==> src/hdl/core_settings.svh <==
`ifndef CORE_SETTINGS_SVH
`define CORE_SETTINGS_SVH

// data path and address width
`define XLEN 32

// architectural integer registers, x0 reads as zero
`define REG_COUNT 32

// data memory depth in 32-bit words
`define DMEM_WORDS 64

`endif

==> src/hdl/core_pkg.sv <==
`default_nettype none

package core_pkg;

    // major opcodes of the supported RV32I subset
    typedef enum logic [6:0] {
        OP_REG    = 7'b0110011,
        OP_IMM    = 7'b0010011,
        OP_LOAD   = 7'b0000011,
        OP_STORE  = 7'b0100011,
        OP_BRANCH = 7'b1100011,
        OP_JAL    = 7'b1101111,
        OP_JALR   = 7'b1100111
    } opcode_e;

    typedef enum logic [3:0] {
        ALU_ADD  = 4'd0,
        ALU_SUB  = 4'd1,
        ALU_AND  = 4'd2,
        ALU_OR   = 4'd3,
        ALU_XOR  = 4'd4,
        ALU_SLL  = 4'd5,
        ALU_SRL  = 4'd6,
        ALU_SRA  = 4'd7,
        ALU_SLT  = 4'd8,
        // link address, pc plus 4
        ALU_LINK = 4'd9
    } alu_op_e;

    typedef enum logic [2:0] {
        BR_NONE = 3'd0,
        BR_JAL  = 3'd1,
        BR_JALR = 3'd2,
        BR_EQ   = 3'd3,
        BR_NE   = 3'd4
    } branch_kind_e;

    typedef enum logic [1:0] {
        MEM_NONE  = 2'd0,
        MEM_LOAD  = 2'd1,
        MEM_STORE = 2'd2
    } mem_op_e;

    // decoded control carried from decode into execute
    typedef struct packed {
        alu_op_e      alu_op;
        logic         use_imm;
        branch_kind_e branch_kind;
        mem_op_e      mem_op;
        logic         reg_write;
    } ex_ctrl_t;

endpackage

`default_nettype wire

==> src/hdl/stage_links.sv <==
`timescale 1ns/1ps
`default_nettype none

`include "core_settings.svh"


// execute/memory pipeline register contents
interface ex_res_if;
    import core_pkg::*;

    logic              valid;
    mem_op_e           mem_op;
    logic              reg_write;
    logic [4:0]        rd;
    // memory address for loads and stores, register value otherwise
    logic [`XLEN-1:0]  alu_result;
    logic [`XLEN-1:0]  store_data;

    modport execute (output valid, mem_op, reg_write, rd, alu_result, store_data);
    modport result (input valid, mem_op, reg_write, rd, alu_result, store_data);
endinterface

// writeback bus, valid only for a real register write to rd != 0
interface wb_if;
    logic              valid;
    logic [4:0]        rd;
    logic [`XLEN-1:0]  data;

    modport source (output valid, rd, data);
    modport decode (input valid, rd, data);
    modport execute (input valid, rd, data);
endinterface

`default_nettype wire

==> src/hdl/result_stage.sv <==
`timescale 1ns/1ps
`default_nettype none

`include "core_settings.svh"

module result_stage (
    input  logic      clk,
    input  logic      rst_n,
    input  logic      stall,
    ex_res_if.result  xr,
    wb_if.source      wb
);
    import core_pkg::*;

    localparam int unsigned ADDR_W = $clog2(`DMEM_WORDS);

    logic [`XLEN-1:0] dmem [`DMEM_WORDS];
    logic [ADDR_W-1:0] word_idx;
    logic [`XLEN-1:0] load_word;
    logic             wb_valid_q;

    // word address, wraps modulo the memory depth
    assign word_idx  = xr.alu_result[ADDR_W+1:2];
    assign load_word = dmem[word_idx];

    always_ff @(posedge clk) begin
        if (!rst_n) begin
            for (int i = 0; i < `DMEM_WORDS; i++) begin
                dmem[i] <= '0;
            end
        end else if (!stall && xr.valid && xr.mem_op == MEM_STORE) begin
            dmem[word_idx] <= xr.store_data;
        end
    end

    // writes to x0 never reach the bus
    always_ff @(posedge clk) begin
        if (!rst_n) begin
            wb_valid_q <= 1'b0;
        end else if (!stall) begin
            wb_valid_q <= xr.valid && xr.reg_write && (xr.rd != 5'd0);
        end
    end

    always_ff @(posedge clk) begin
        if (!stall) begin
            wb.rd   <= xr.rd;
            wb.data <= (xr.mem_op == MEM_LOAD) ? load_word : xr.alu_result;
        end
    end

    // a frozen writeback is presented once, after the stall ends
    assign wb.valid = wb_valid_q && !stall;

endmodule

`default_nettype wire

==> src/flat_wrapper.sv <==
// flat-port wrapper written by rule: the top's interface ports become plain ports
module result_stage_flat import core_pkg::*;
  (clk, rst_n, stall, xr_valid, xr_mem_op, xr_reg_write, xr_rd, xr_alu_result, xr_store_data, wb_valid, wb_rd, wb_data);
  ex_res_if xr_i ();
  wb_if wb_i ();
  input  logic clk;
  input  logic rst_n;
  input  logic stall;
  input wire logic [$bits(xr_i.valid)-1:0] xr_valid;
  input wire logic [$bits(xr_i.mem_op)-1:0] xr_mem_op;
  input wire logic [$bits(xr_i.reg_write)-1:0] xr_reg_write;
  input wire logic [$bits(xr_i.rd)-1:0] xr_rd;
  input wire logic [$bits(xr_i.alu_result)-1:0] xr_alu_result;
  input wire logic [$bits(xr_i.store_data)-1:0] xr_store_data;
  output wire logic [$bits(wb_i.valid)-1:0] wb_valid;
  output wire logic [$bits(wb_i.rd)-1:0] wb_rd;
  output wire logic [$bits(wb_i.data)-1:0] wb_data;
  assign xr_i.valid = xr_valid;
  assign xr_i.mem_op = xr_mem_op;
  assign xr_i.reg_write = xr_reg_write;
  assign xr_i.rd = xr_rd;
  assign xr_i.alu_result = xr_alu_result;
  assign xr_i.store_data = xr_store_data;
  assign wb_valid = wb_i.valid;
  assign wb_rd = wb_i.rd;
  assign wb_data = wb_i.data;
  result_stage u_core (.clk(clk), .rst_n(rst_n), .stall(stall), .xr(xr_i), .wb(wb_i));
endmodule
==> config.mk <==
export PLATFORM = sky130hd
export DESIGN_NAME = result_stage_flat
export DESIGN_NICKNAME = d
export VERILOG_FILES = /design/src/hdl/core_pkg.sv /design/src/hdl/stage_links.sv /design/src/hdl/result_stage.sv /design/src/flat_wrapper.sv
export VERILOG_INCLUDE_DIRS = /design/src /design/src/hdl
export SDC_FILE = /design/constraint.sdc
export NUM_CORES = 2
export LEC_CHECK = 0
export BUFFER_PORTS_ARGS = -buffer_cell sky130_fd_sc_hd__clkbuf_2
export CAP_MARGIN = 25
export CORE_ASPECT_RATIO = 2
export CORE_MARGIN = 8
export CORE_UTILIZATION = 42
export DETAILED_ROUTE_END_ITERATION = 8
export SLEW_MARGIN = 40
export SYNTH_ARGS = -nofsm -noshare
export SYNTH_HDL_FRONTEND = slang
export SYNTH_SLANG_ARGS = --single-unit
==> constraint.sdc <==
create_clock -name clk -period 4.4 [get_ports clk]
set_input_delay 0.88 -clock clk [delete_from_list [all_inputs] [get_ports clk]]
set_output_delay 0.88 -clock clk [all_outputs]
set_load 0.01 [all_outputs]
* After elaboration in Yosys (flattened, before gate mapping)
Memory sizes are Yosys's and may differ from the RTL's.
Cells that the tools add are included.
** Storage, ports and cells
- Register bits after elaboration :: 38
- Bits in writable memories :: 2048
- Bits of input ports :: 76
- Memories kept :: 1
** Cells by class
- Equality and inequality tests :: 2
- Mux-type cells :: 8
- Reductions and logical operators :: 8
** Memories
- u_core.dmem :: depth 64, width 32, rd ports 1, clocked after memory_dff 0, wr ports 64, RTL line result_stage.sv:17 : logic [`XLEN-1:0] dmem [`DMEM_WORDS];
** Operators with widths (count)
- $mux 32 :: 2
- $reduce_or 32->1 :: 1
- $mux 6 :: 1
- $logic_and 1x1->1 :: 5
- $mux 1 :: 5
- $reduce_bool 5->1 :: 1
- $eq 2x1->1 const B :: 1
- $eq 2x2->1 const B :: 1
- $logic_not 1->1 :: 1

* Logic depth before layout (Yosys ltp)
- Depth after elaboration :: 8
- Gate-level depth with buffers :: 11
- Depth with buffers taken out :: 6

* Worst setup path before layout
OpenSTA, ideal clock, no wires.
- Path kind :: input -> register
- Start point :: input port xr_alu_result[6]
- End point :: memory u_core.dmem[20][0] in the netlist's numbering (enable)
- Setup time :: 466 ps
- Arrival :: 4221 ps
- Required time :: 3934 ps
- Setup slack :: -287 ps
- Stages on the path :: 5
- Path buffers :: 3
- Cells stage by stage :: clkbuf_1 -> or3b_2 -> clkbuf_1 -> clkbuf_1 -> o21ai_0
** RTL lines
- from (decl) :: RTL line flat_wrapper.sv:13 : input wire logic [$bits(xr_i.alu_result)-1:0] xr_alu_result;
- to (decl) :: RTL line result_stage.sv:17

* Final worst setup path
- Start point :: input port xr_alu_result[3]
- End point :: register u_core.wb.data[14], data pin
** On the way
- Word-level cells in the longest chain between the ends :: 2
** RTL lines
- $mem_v2 64x32
- $mux 32 :: RTL line result_stage.sv:48 : wb.data <= (xr.mem_op == MEM_LOAD) ? load_word : xr.alu_result;
- to (signal assigned) :: RTL line result_stage.sv:48
- to (decl) :: RTL line stage_links.sv:29 : modport source (output valid, rd, data);
Every way passes these cells.
A chain may end at the register's enable or synchronous reset.

==> results.ini <==
[die]
die_h_um=689
die_x_um=352
initial_core_util_pct=42.1
die_area_mm2=0.243
core_mm2=0.226
io_pins=114
row_count=247

[global_routing]
grt_pass1_wl_mm=504
overflow=0
grt_usage_pct=29.4
grt_start_max_net_pins=65
antenna_found_initial=34
grt_pass1_vias=60100

[cts]
clock_latency_ps=880
clkTransAtPathRegs_ps=70
holdBufCountCts=0
cts_tree=done
h-tree-depth=4
cts_sinks=2086
root_buffer=clkbuf_16
numCtsBuffers=198
clk_path_buf_depth=4
cts_resized=0
cts_setup_buffers=0

[setup_path]
slowest_delay_ps=830
crit_path_end_kind=flop
start_kind=input port
cpLargestDelayFamily=compound AO/OA/AOI/OAI gates
crit_fanout=36
path_class=in2reg
crit_required_ps=4960
worst-path-buf-inv=4
worst_path_max_delay_cell=mux2i_1
arrival_ps=4540
crit_path_cell_trace=buf_8 > buf_12 > buf_4 > mux2i_1 > nor2_1 > a21oi_1 > a21oi_1 > a2111oi_2 > buf_4 > a41oi_1

[cells_and_area]
final_area_mm2=0.109
fill_cells=19400
multi_input_area_mm2=0.0302
final-seq-area_mm2=0.0626
drive_above_1_share_pct=20.3
layout.cells.most_common=edfxtp_1
syn2layout_area_growth_pct=14.9
final_cell_mix=edfxtp_1, and2_1, buf_4, a221oi_1, mux2i_1
nets=7036

[routing]
post-route-drc-count=0
num_vias=62800
met2_length_mm=163
wl_met3_mm=42.2
ant_nets=0
via_per_inst=6.22
met1Wirelength_mm=132
wl_mm=369
routed.top_layer=met5
drt_pass1_iterations=8
drt-wirelength-per-cell_um=36.5
drtIter0Drc=10000

[job]
drv_cap=0

[sta]
worst_slack_ps=427
setup_viol=0
worstMarginPinSlew_ps=976
slew-limit-headroom_pct=33.1
drv_slew=0
hold_slack_ps=231
period_minus_slack_ps=3970
finalCritPeriodShare_pct=90.3
hold_viol=0
fin_worst_skew_ps=60.9
fmax_mhz=252
rsz0062_at_grt=no

[pwr]
max-vdd-ir-drop_mv=0.492
p_leak_nw=38.2
powerDensity_mw_per_mm2=406
p_total_mw=44.3

[logic_synthesis]
synth_nets=6881
netlist_area_mm2=0.0950
avgSynthCellArea_um2=14.0
synth_async_sr_flop_share_pct=0
synthCells=6805
ys_seq_elements=2086
ys_seq_area_share_pct=65.9
synth_ff_type=edfxtp_1
synth_edf_count=2085
ys_types=70
yosys_warnings=0

[min_path]
hold_path.class=in2reg

[status]
outcome=finished, final reports clean

[placement]
port_buffers=113
hpwl_mm=233
placed_cell_area_mm2=0.103
preCtsSetupSlack_ps=74.2
gp_congestion=0.988

==> kinds of logic (layout without fill, tap and decap cells) <==
logic type | Yosys count | count (layout) | synth area share (%)
other | 0 | 12 | 0
AND/OR/NAND/NOR | 2427 | 2427 | 15.3
flip-flops | 2086 | 2086 | 65.9
AO/OA/AOI/OAI | 1035 | 1035 | 7.85
buffers and inverters | 746 | 1052 | 3.47
multiplexers | 511 | 511 | 7.50
==> power breakdown <==
group	internal, mW	total [mW]	switching [mW]
sequential	22.8	23.1	0.329
combinational	1.28	4.22	2.94
clock	9.35	17.0	7.62
==> registers in the layout (all words and copies together) (netlist names) <==
name	flops
u_core.dmem	2048
u_core.wb.data	32
u_core.wb.rd	5
u_core.wb_valid_q	1
==> layer usage <==
metal | GRT usage [%] | vias up
li1 | - | 25400
met1 | 37.2 | 32000
met2 | 44.7 | 4426
met3 | 7.16 | 1015
met4 | 20.1 | 12
met5 | 0 | -
==> final timing paths <==
| kind | cells past startpoint | slack [ps] | from | to |
|---|---|---|---|---|
| worst max-delay path | 10 | 430 | xr_alu_result[3] | u_core.wb.data[14] |
| worst max register to register | 7 | 1120 | u_core.dmem[32][14] | u_core.wb.data[14] |
| worst min-delay path | 1 | 230 | xr_rd[2] | u_core.wb.rd[2] |
| worst min register to register | 3 | 570 | u_core.wb_valid_q | u_core.wb_valid_q |
==> cell type report <==
cell class,instances,area share (%)
antenna,12,0.0275
clock buffer,238,4.73
clock inverter,113,0.918
inverter,7,0.0355
multi-input combinational,3973,27.6
sequential,2086,57.4
tap,2988,3.42
timing repair buffer,694,5.88
==> per-stage QoR <==
| stage | setup TNS [ps] | cells | utilization, % |
|---|---|---|---|
| 3_3_place_gp | -469 | 9740 | 45.5 |
| 3_5_place_dp | 0 | 9744 | 45.6 |
| 2_1_floorplan | -360870 | 6805 | - |
| 5_1_grt | 0 | 10100 | 48.4 |
| 6_report | 0 | 10100 | 48.4 |
| 4_1_cts | 0 | 10100 | 48.4 |
==> cell usage after synthesis (all sizes together), types with 4 or more instances <==
cell type,number,share of area [%]
nand3,27,0.14
edfxtp,2085,66
a22o,46,0.42
a41oi,5,0.046
a22oi,161,1.3
or2,4,0.026
clkbuf,500,2.0
mux2,159,1.9
nor2,179,0.71
nand2b,5,0.033
and3,10,0.071
o32a,20,0.21
a211oi,9,0.071
o221ai,17,0.16
nand4,6,0.040
a221o,41,0.43
buf,239,1.5
nor3,16,0.084
mux4,145,3.4
a2111oi,7,0.086
a31oi,29,0.19
o21ai,181,0.95
inv,7,0.028
mux2i,207,2.2
a21oi,136,0.72
o211ai,11,0.087
a221oi,207,1.9
a222oi,12,0.13
o2111ai,5,0.046
and2,2057,14
o22a,7,0.065
nor2b,9,0.059
and4,4,0.037
nand2,92,0.37
o22ai,90,0.59
o2bb2ai,24,0.22
and3b,4,0.037
No activity file was read; power rests on OpenSTA's default activity.
