$ cat src/hdl/core_settings.svh
`ifndef CORE_SETTINGS_SVH
`define CORE_SETTINGS_SVH

// data path and address width
`define XLEN 32

// architectural integer registers, x0 reads as zero
`define REG_COUNT 32

// data memory depth in 32-bit words
`define DMEM_WORDS 64

`endif

$ cat src/hdl/core_pkg.sv
`default_nettype none

package core_pkg;

    // major opcodes of the supported RV32I subset
    typedef enum logic [6:0] {
        OP_REG    = 7'b0110011,
        OP_IMM    = 7'b0010011,
        OP_LOAD   = 7'b0000011,
        OP_STORE  = 7'b0100011,
        OP_BRANCH = 7'b1100011,
        OP_JAL    = 7'b1101111,
        OP_JALR   = 7'b1100111
    } opcode_e;

    typedef enum logic [3:0] {
        ALU_ADD  = 4'd0,
        ALU_SUB  = 4'd1,
        ALU_AND  = 4'd2,
        ALU_OR   = 4'd3,
        ALU_XOR  = 4'd4,
        ALU_SLL  = 4'd5,
        ALU_SRL  = 4'd6,
        ALU_SRA  = 4'd7,
        ALU_SLT  = 4'd8,
        // link address, pc plus 4
        ALU_LINK = 4'd9
    } alu_op_e;

    typedef enum logic [2:0] {
        BR_NONE = 3'd0,
        BR_JAL  = 3'd1,
        BR_JALR = 3'd2,
        BR_EQ   = 3'd3,
        BR_NE   = 3'd4
    } branch_kind_e;

    typedef enum logic [1:0] {
        MEM_NONE  = 2'd0,
        MEM_LOAD  = 2'd1,
        MEM_STORE = 2'd2
    } mem_op_e;

    // decoded control carried from decode into execute
    typedef struct packed {
        alu_op_e      alu_op;
        logic         use_imm;
        branch_kind_e branch_kind;
        mem_op_e      mem_op;
        logic         reg_write;
    } ex_ctrl_t;

endpackage

`default_nettype wire

$ cat src/hdl/stage_links.sv
`timescale 1ns/1ps
`default_nettype none

`include "core_settings.svh"

// decode/execute pipeline register contents
interface dec_ex_if;
    import core_pkg::*;

    logic              valid;
    ex_ctrl_t          ctrl;
    logic [`XLEN-1:0]  pc;
    logic [`XLEN-1:0]  rs1_data;
    logic [`XLEN-1:0]  rs2_data;
    logic [`XLEN-1:0]  imm;
    logic [4:0]        rs1;
    logic [4:0]        rs2;
    logic [4:0]        rd;

    modport decode (output valid, ctrl, pc, rs1_data, rs2_data, imm, rs1, rs2, rd);
    modport execute (input valid, ctrl, pc, rs1_data, rs2_data, imm, rs1, rs2, rd);
endinterface


// writeback bus, valid only for a real register write to rd != 0
interface wb_if;
    logic              valid;
    logic [4:0]        rd;
    logic [`XLEN-1:0]  data;

    modport source (output valid, rd, data);
    modport decode (input valid, rd, data);
    modport execute (input valid, rd, data);
endinterface

`default_nettype wire

$ cat src/hdl/decode_stage.sv
`timescale 1ns/1ps
`default_nettype none

`include "core_settings.svh"

module decode_stage (
    input  logic              clk,
    input  logic              rst_n,
    input  logic              stall,
    input  logic              instr_valid,
    input  logic [31:0]       instr,
    input  logic [`XLEN-1:0]  instr_pc,
    dec_ex_if.decode          dx,
    wb_if.decode              wb
);
    import core_pkg::*;

    logic [`XLEN-1:0] regs [`REG_COUNT];

    opcode_e          opcode;
    logic [2:0]       funct3;
    logic [6:0]       funct7;
    logic [4:0]       rs1;
    logic [4:0]       rs2;
    logic [`XLEN-1:0] imm_i;
    logic [`XLEN-1:0] imm_s;
    logic [`XLEN-1:0] imm_b;
    logic [`XLEN-1:0] imm_j;
    logic [`XLEN-1:0] imm;
    ex_ctrl_t         ctrl;
    logic             known;

    assign opcode = opcode_e'(instr[6:0]);
    assign funct3 = instr[14:12];
    assign funct7 = instr[31:25];
    assign rs1    = instr[19:15];
    assign rs2    = instr[24:20];

    // sign-extended immediates for each format
    assign imm_i = {{(`XLEN-12){instr[31]}}, instr[31:20]};
    assign imm_s = {{(`XLEN-12){instr[31]}}, instr[31:25], instr[11:7]};
    assign imm_b = {{(`XLEN-13){instr[31]}}, instr[31], instr[7], instr[30:25],
                    instr[11:8], 1'b0};
    assign imm_j = {{(`XLEN-21){instr[31]}}, instr[31], instr[19:12], instr[20],
                    instr[30:21], 1'b0};

    // funct3 to ALU operation, alt selects SUB or SRA
    function automatic alu_op_e arith_op(input logic [2:0] f3, input logic alt);
        case (f3)
            3'b000:  arith_op = alt ? ALU_SUB : ALU_ADD;
            3'b001:  arith_op = ALU_SLL;
            3'b010:  arith_op = ALU_SLT;
            3'b100:  arith_op = ALU_XOR;
            3'b101:  arith_op = alt ? ALU_SRA : ALU_SRL;
            3'b110:  arith_op = ALU_OR;
            default: arith_op = ALU_AND;
        endcase
    endfunction

    // register read, a writeback in the same cycle wins over the array
    function automatic logic [`XLEN-1:0] read_reg(input logic [4:0] idx);
        if (wb.valid && wb.rd == idx) begin
            read_reg = wb.data;
        end else begin
            read_reg = regs[idx];
        end
    endfunction

    always_comb begin
        ctrl  = '{alu_op: ALU_ADD, use_imm: 1'b0, branch_kind: BR_NONE,
                  mem_op: MEM_NONE, reg_write: 1'b0};
        imm   = imm_i;
        known = 1'b1;
        case (opcode)
            OP_REG: begin
                ctrl.alu_op    = arith_op(funct3, funct7[5]);
                ctrl.reg_write = 1'b1;
                // SLTU is not supported, funct7 only marks SUB and SRA
                known = (funct3 != 3'b011) && ((funct7 == 7'h00) ||
                        (funct7 == 7'h20 && (funct3 == 3'b000 || funct3 == 3'b101)));
            end
            OP_IMM: begin
                ctrl.alu_op    = arith_op(funct3, funct3 == 3'b101 && funct7[5]);
                ctrl.use_imm   = 1'b1;
                ctrl.reg_write = 1'b1;
                if (funct3 == 3'b011) begin
                    known = 1'b0;
                end else if (funct3 == 3'b001) begin
                    known = (funct7 == 7'h00);
                end else if (funct3 == 3'b101) begin
                    known = (funct7 == 7'h00) || (funct7 == 7'h20);
                end
            end
            OP_LOAD: begin
                ctrl.use_imm   = 1'b1;
                ctrl.mem_op    = MEM_LOAD;
                ctrl.reg_write = 1'b1;
                known = (funct3 == 3'b010);
            end
            OP_STORE: begin
                ctrl.use_imm = 1'b1;
                ctrl.mem_op  = MEM_STORE;
                imm   = imm_s;
                known = (funct3 == 3'b010);
            end
            OP_BRANCH: begin
                // compare by subtracting the two registers
                ctrl.alu_op      = ALU_SUB;
                ctrl.branch_kind = (funct3 == 3'b001) ? BR_NE : BR_EQ;
                imm   = imm_b;
                known = (funct3 == 3'b000) || (funct3 == 3'b001);
            end
            OP_JAL: begin
                ctrl.alu_op      = ALU_LINK;
                ctrl.branch_kind = BR_JAL;
                ctrl.reg_write   = 1'b1;
                imm = imm_j;
            end
            OP_JALR: begin
                ctrl.alu_op      = ALU_LINK;
                ctrl.branch_kind = BR_JALR;
                ctrl.reg_write   = 1'b1;
                known = (funct3 == 3'b000);
            end
            default: begin
                known = 1'b0;
            end
        endcase
    end

    always_ff @(posedge clk) begin
        if (!rst_n) begin
            for (int i = 0; i < `REG_COUNT; i++) begin
                regs[i] <= '0;
            end
        end else if (wb.valid && !stall) begin
            regs[wb.rd] <= wb.data;
        end
    end

    // bubble when no strobe or the encoding is unknown
    always_ff @(posedge clk) begin
        if (!rst_n) begin
            dx.valid <= 1'b0;
            dx.ctrl  <= '0;
        end else if (!stall) begin
            dx.valid <= instr_valid && known;
            dx.ctrl  <= ctrl;
        end
    end

    always_ff @(posedge clk) begin
        if (!stall) begin
            dx.pc       <= instr_pc;
            dx.rs1_data <= read_reg(rs1);
            dx.rs2_data <= read_reg(rs2);
            dx.imm      <= imm;
            dx.rs1      <= rs1;
            dx.rs2      <= rs2;
            dx.rd       <= instr[11:7];
        end
    end

endmodule

`default_nettype wire

$ cat src/flat_wrapper.sv
// flat-port wrapper written by rule: the top's interface ports become plain ports
module decode_stage_flat import core_pkg::*;
  (clk, rst_n, stall, instr_valid, instr, instr_pc, dx_valid, dx_ctrl, dx_pc, dx_rs1_data, dx_rs2_data, dx_imm, dx_rs1, dx_rs2, dx_rd, wb_valid, wb_rd, wb_data);
  dec_ex_if dx_i ();
  wb_if wb_i ();
  input  logic clk;
  input  logic rst_n;
  input  logic stall;
  input  logic instr_valid;
  input  logic [31:0] instr;
  input  logic [`XLEN-1:0] instr_pc;
  output wire logic [$bits(dx_i.valid)-1:0] dx_valid;
  output wire logic [$bits(dx_i.ctrl)-1:0] dx_ctrl;
  output wire logic [$bits(dx_i.pc)-1:0] dx_pc;
  output wire logic [$bits(dx_i.rs1_data)-1:0] dx_rs1_data;
  output wire logic [$bits(dx_i.rs2_data)-1:0] dx_rs2_data;
  output wire logic [$bits(dx_i.imm)-1:0] dx_imm;
  output wire logic [$bits(dx_i.rs1)-1:0] dx_rs1;
  output wire logic [$bits(dx_i.rs2)-1:0] dx_rs2;
  output wire logic [$bits(dx_i.rd)-1:0] dx_rd;
  input wire logic [$bits(wb_i.valid)-1:0] wb_valid;
  input wire logic [$bits(wb_i.rd)-1:0] wb_rd;
  input wire logic [$bits(wb_i.data)-1:0] wb_data;
  assign dx_valid = dx_i.valid;
  assign dx_ctrl = dx_i.ctrl;
  assign dx_pc = dx_i.pc;
  assign dx_rs1_data = dx_i.rs1_data;
  assign dx_rs2_data = dx_i.rs2_data;
  assign dx_imm = dx_i.imm;
  assign dx_rs1 = dx_i.rs1;
  assign dx_rs2 = dx_i.rs2;
  assign dx_rd = dx_i.rd;
  assign wb_i.valid = wb_valid;
  assign wb_i.rd = wb_rd;
  assign wb_i.data = wb_data;
  decode_stage u_core (.clk(clk), .rst_n(rst_n), .stall(stall), .instr_valid(instr_valid), .instr(instr), .instr_pc(instr_pc), .dx(dx_i), .wb(wb_i));
endmodule
$ cat config.mk
export PLATFORM = sky130hd
export DESIGN_NAME = decode_stage_flat
export DESIGN_NICKNAME = d
export VERILOG_FILES = /design/src/hdl/core_pkg.sv /design/src/hdl/stage_links.sv /design/src/hdl/decode_stage.sv /design/src/flat_wrapper.sv
export VERILOG_INCLUDE_DIRS = /design/src /design/src/hdl
export SDC_FILE = /design/constraint.sdc
export NUM_CORES = 2
export LEC_CHECK = 0
export ABC_CLOCK_PERIOD_IN_PS = 9820
export BUFFER_PORTS_ARGS = -buffer_cell sky130_fd_sc_hd__buf_2
export CORE_ASPECT_RATIO = 0.6
export CORE_MARGIN = 2
export CORE_UTILIZATION = 45
export DETAILED_ROUTE_END_ITERATION = 6
export GPL_ROUTABILITY_DRIVEN = 0
export PLACE_DENSITY_LB_ADDON = 0.25
export SETUP_SLACK_MARGIN = 0.5
export SLEW_MARGIN = 5
export SYNTH_ARGS = -nofsm -noshare
export SYNTH_HDL_FRONTEND = slang
export SYNTH_SLANG_ARGS = --single-unit
$ cat constraint.sdc
create_clock -name clk -period 9.82 [get_ports clk]
set_input_delay 1.964 -clock clk [delete_from_list [all_inputs] [get_ports clk]]
set_output_delay 1.964 -clock clk [all_outputs]
set_load 0.02 [all_outputs]
# Yosys cells after proc, flatten, opt, wreduce, memory -nomap -nowiden
# Memories as Yosys holds them, arrays and structs flattened.
# Cells that the tools add are included.
[classes]
n_eq_ne = 17
mux = 26
n_reduce_logical = 19
[ops]
columns = ["op", "n"]
rows = [
  ["32-bit 2-to-1 mux", 3],
  ["20-bit one-hot mux with 3 select lines", 1],
  ["4-bit one-hot mux with 6 select lines", 2],
  ["32-bit OR reduction", 1],
  ["7-bit by 6-bit == test with 1-bit output (second input constant)", 3],
  ["7-bit == test (second input constant)", 3],
  ["4-bit one-hot mux with 4 select lines", 1],
  ["1-bit 2-to-1 mux", 14],
  ["5-bit == test", 2],
  ["3-bit == test (second input constant)", 3],
  ["3-bit one-hot mux with 3 select lines", 1],
  ["7-bit by 2-bit == test with 1-bit output (second input constant)", 1],
  ["7-bit by 5-bit == test with 1-bit output (second input constant)", 1],
  ["1-bit logical AND", 7],
  ["7-bit zero test", 1],
  ["3-bit by 2-bit == test with 1-bit output (second input constant)", 2],
  ["1-bit one-hot mux with 6 select lines", 1],
  ["5-bit 2-to-1 mux", 1],
  ["5-bit OR reduction", 1],
  ["1-bit logical OR", 4],
  ["2-bit one-hot mux with 2 select lines", 1],
  ["2-bit OR reduction", 2],
  ["3-bit by 1-bit == test with 1-bit output (second input constant)", 1],
  ["3-bit zero test", 1],
  ["other kinds (4)", 4],
]
[totals]
regBits = 144
ramBits = 1024
input_bits = 106
mem_count = 1
[memory_table]
columns = ["name", "depth", "width", "rd", "rd_ports_with_merged_regs", "wr", "line", "source"]
rows = [
  ["u_core.regs", 32, 32, 2, 0, 32, "decode_stage.sv:18", "logic [`XLEN-1:0] regs [`REG_COUNT];"],
]

# Depth between registers and ports, before layout
[depth]
ltp_word = 7
depth_mapped = 9
mapped_depth_nobuf = 5

# Worst setup path before layout
# OpenSTA, ideal clock, no wires.
[synth_timing]
kind = "input port to flip-flop"
startpoint = "input stall"
endpoint = "memory u_core.regs[21][0] (netlist name) (enable)"
setup_ns = 0.466
t_arrival_ns = 6.285
setup_slack_ns = 3.069
path_stages = 7
path_buffers = 3
cell_sequence = "buf_4 > clkinv_2 > nand2_1 > or3_1 > buf_2 > buf_6 > o21ai_0"
[synth_rtl]
columns = ["item", "line", "source"]
rows = [
  ["start, declared", "flat_wrapper.sv:8", "input logic stall;"],
  ["end, declared", "decode_stage.sv:18", ""],
]

==> summary.md <==
| Metric | Value |
|---|---|
| # H-tree levels | `3` |
| Register area share after synthesis | `56.6%` |
| Clk_lat worst skew | `0.77 ns` |
| Post-Syn Area | `0.0618 sq mm` |
| F_max | `0.215 GHz` |
| Power density cells | `172 mW/mm^2` |
| Crit path buffers/inverters | `2` |
| Critical R2R Launch | `u_core.regs[0][17]` |
| Main combinational cell family by area after synthesis | `multiplexers` |
| Critical Path Max Stage Delay | `1.16 ns` |
| Register Area | `0.0350 sq mm` |
| Worst min-delay path category | `flip-flop to flip-flop` |
| Primary FF master, synth | `edfxtp_1` |
| Commonest non-fill, non-tap cell in the layout | `edfxtp_1` |
| Mux cell area share after synthesis | `16.7%` |
| Reg clk slew, reported paths | `0.06 ns` |
| Worst path slowest cell | `or4_2` |
| Delay-heaviest family, CP | `simple AND/OR/NAND/NOR gates` |
| WS Path Type | `primary input to flip-flop` |
| Overall routed net length | `221 mm` |
| Port bufs | `260` |
| RSZ-0062 raised after global routing | `no` |
| GRT overflow | `0` |
| Leak pwr | `25.7 nW` |
| Post-DRT Antenna Nets | `0` |
| Post-layout nets | `4824` |
| Synth Area in Compound Gates | `10.8%` |
| DRC errors left | `0` |
| Die height | `291 um` |
| Worst path cell trace | `buf_2, or4_2, o21ai_4, buf_4` |
| Total CTS buffers | `112` |
| Post-Synth XOR/XNOR Area | `0.156%` |
| Share of layout cells above drive strength 1 | `13.8%` |
| Post-synth cell types | `51` |
| Yosys warnings | `0` |
| Worst r2r path cells | `5` |
| Syn Inst Count | `4745` |
| Hold depth | `1` |
| CTS max path bufs | `3` |
| Worst Path Required | `10.18 ns` |
| R2R Setup Slk | `7.51 ns` |
| Place WS | `4.51 ns` |
| Least-Margin Pin Slew | `1.37 ns` |
| Maximum vdd drop | `144 uV` |
| P&R area growth vs syn | `9.81%` |
| Global-route usage over all layers | `30.7%` |
| Vias in the first global route | `40400` |
| Post-CTS sizing | `0` |
| Max FO, Critical Path | `19` |
| Drt pass-1 iters | `6` |
| Via count | `42800` |
| Post-CTS Setup Bufs | `0` |
| Initial detailed-routing violation count | `6851` |
| Largest net degree at the start of global routing | `115` |
| Final setup viols | `0` |
| Synth Register Bits | `1168` |
| Root Buffer | `clkbuf_16` |
| Io pins | `261` |
| Global-route wire length before repair | `309 mm` |
| Vias/cell | `6.44` |
| Pwr Total | `11.7 mW` |
| Slew Limit Headroom | `8.30%` |
| Hold Buf Count CTS | `0` |
| WL/cell | `33.2 um` |
| Status | `finished, final reports clean` |
| Post-Synth Simple-Gate Area | `11.7%` |
| Final worst path period share | `47.4%` |
| Startpoint Class | `primary input` |
| Hold Path Origin | `u_core.dx.ctrl[0]` |
| Synth Area per Inst | `13.0 sq um` |
| Fin worst setup slack | `5.16 ns` |
| Worst Setup End Kind | `flip-flop` |
| CTS tree | `built` |
| Syn_nets | `4851` |
| Multi-input combinational cell area | `0.0249 sq mm` |
| Final Max Slew Viols | `0` |
| R2r endpoint | `u_core.dx.rs1_data[17]` |
| Arrival time worst endpoint | `5.02 ns` |
| Chip width | `482 um` |
| Most frequent cells in the layout | `edfxtp_1 (1156), mux2i_1 (1024), and2_1 (1024), buf_2 (257), a22oi_1 (256)` |
| Hold Vio Cnt, Final | `0` |
| Max cap viols | `0` |
| Core Footprint | `0.137 sq mm` |
| Adder-cell share of the synthesized area | `0%` |
| WHS Endpoint | `u_core.dx.ctrl[0]` |
| Setup TNS | `0 ns` |
| Starting Density | `45.3%` |
| Final Critical Period | `4.66 ns` |
| Fillers | `11700` |
| EDFF count, synth | `1156` |
| Die area | `0.140 sq mm` |
| Site row count | `105` |
| Initial antenna violation count | `23` |
| Post-DP HPWL | `123 mm` |
| Asr flop ratio synth | `0%` |
| Fin Clk Skew | `0.0410 ns` |
| Clock sink total | `1168` |
[flip-flops by register name, indices dropped and copies added (netlist names)]
register            cells
u_core.dx.rd            5
u_core.dx.rs1           5
u_core.regs          1024
u_core.dx.ctrl         11
u_core.dx.rs2           5
u_core.dx.pc           32
u_core.dx.rs2_data     32
u_core.dx.rs1_data     32
u_core.dx.imm          21
u_core.dx.valid         1
[power by group]
| part | internal [mW] | total [mW] | leakage, nW | switching (mW) |
|---|---|---|---|---|
| Combinational | 0.466 | 1.43 | 12.8 | 0.968 |
| Sequential | 5.77 | 5.94 | 11.1 | 0.164 |
| Clock | 2.31 | 4.31 | 1.71 | 2.00 |
[Yosys cell counts (58+ instances only)]
library cell / instances / area (sq um)
edfxtp_1: 1156 / 34700
mux2i_1: 1024 / 10200
a221oi_1: 128 / 1120
buf_4: 69 / 518
clkbuf_1: 276 / 1040
nand2_1: 74 / 278
a22o_1: 128 / 1120
a22oi_1: 256 / 1920
o41ai_2: 64 / 1040
a21oi_1: 137 / 686
buf_2: 58 / 290
o22ai_1: 65 / 407
and2_1: 1026 / 6420
[area by class of cell]
class / instances / area share, %
Antenna cell: 8 / 0.0295
Clock buffer: 146 / 4.38
Clock inverter: 62 / 0.745
Inverter: 4 / 0.0295
Multi-Input combinational cell: 3078 / 36.8
Sequential cell: 1168 / 51.5
Tap cell: 1819 / 3.35
Timing Repair Buffer: 354 / 3.21
[through the flow]
step | cell area, sq um | hold WS, ns | utilization, % | std cells
3_3_place_gp | 64400 | 0.462 | 47.1 | 6422
4_1_cts | 67900 | 0.485 | 49.7 | 6631
3_5_place_dp | 64400 | 0.472 | 47.2 | 6423
2_1_floorplan | 61800 | 0.566 | - | 4745
6_report | 67900 | 0.491 | 49.7 | 6639
5_1_grt | 67900 | 0.521 | 49.7 | 6632
[metal layers]
layer | vias up | GRT usage, % | share of wire, % | wire, um
met5 | - | 0.616 | 0.090 | 198
met4 | 16 | 7.74 | 2.7 | 5930
met1 | 21600 | 45.8 | 43 | 94400
met3 | 383 | 10.5 | 14 | 30000
met2 | 2882 | 42.2 | 41 | 90200
li1 | 17900 | - | - | -
[how the worst max path moves through the flow]
stage | start | to | slack (ns) | cells past startpoint
2_1_floorplan | stall | u_core.regs[21][0] | 3.07 | 7
3_3_place_gp | stall | u_core.regs[16][20] | 4.51 | 4
3_5_place_dp | stall | u_core.regs[19][23] | 4.51 | 6
4_1_cts | stall | u_core.regs[16][8] | 5.28 | 4
5_1_grt | instr[20] | u_core.dx.rs2_data[10] | 5.11 | 7
6_report | stall | u_core.regs[16][8] | 5.16 | 4
[cells by family after synthesis]
| family | Yosys count |
|---|---|
| AO/OA/AOI/OAI | 838 |
| flip-flops | 1168 |
| XOR/XNOR | 11 |
| AND/OR/NAND/NOR | 1201 |
| multiplexers | 1028 |
| buffers and inverters | 499 |
Note: power is estimated with default switching activity, not from simulation.
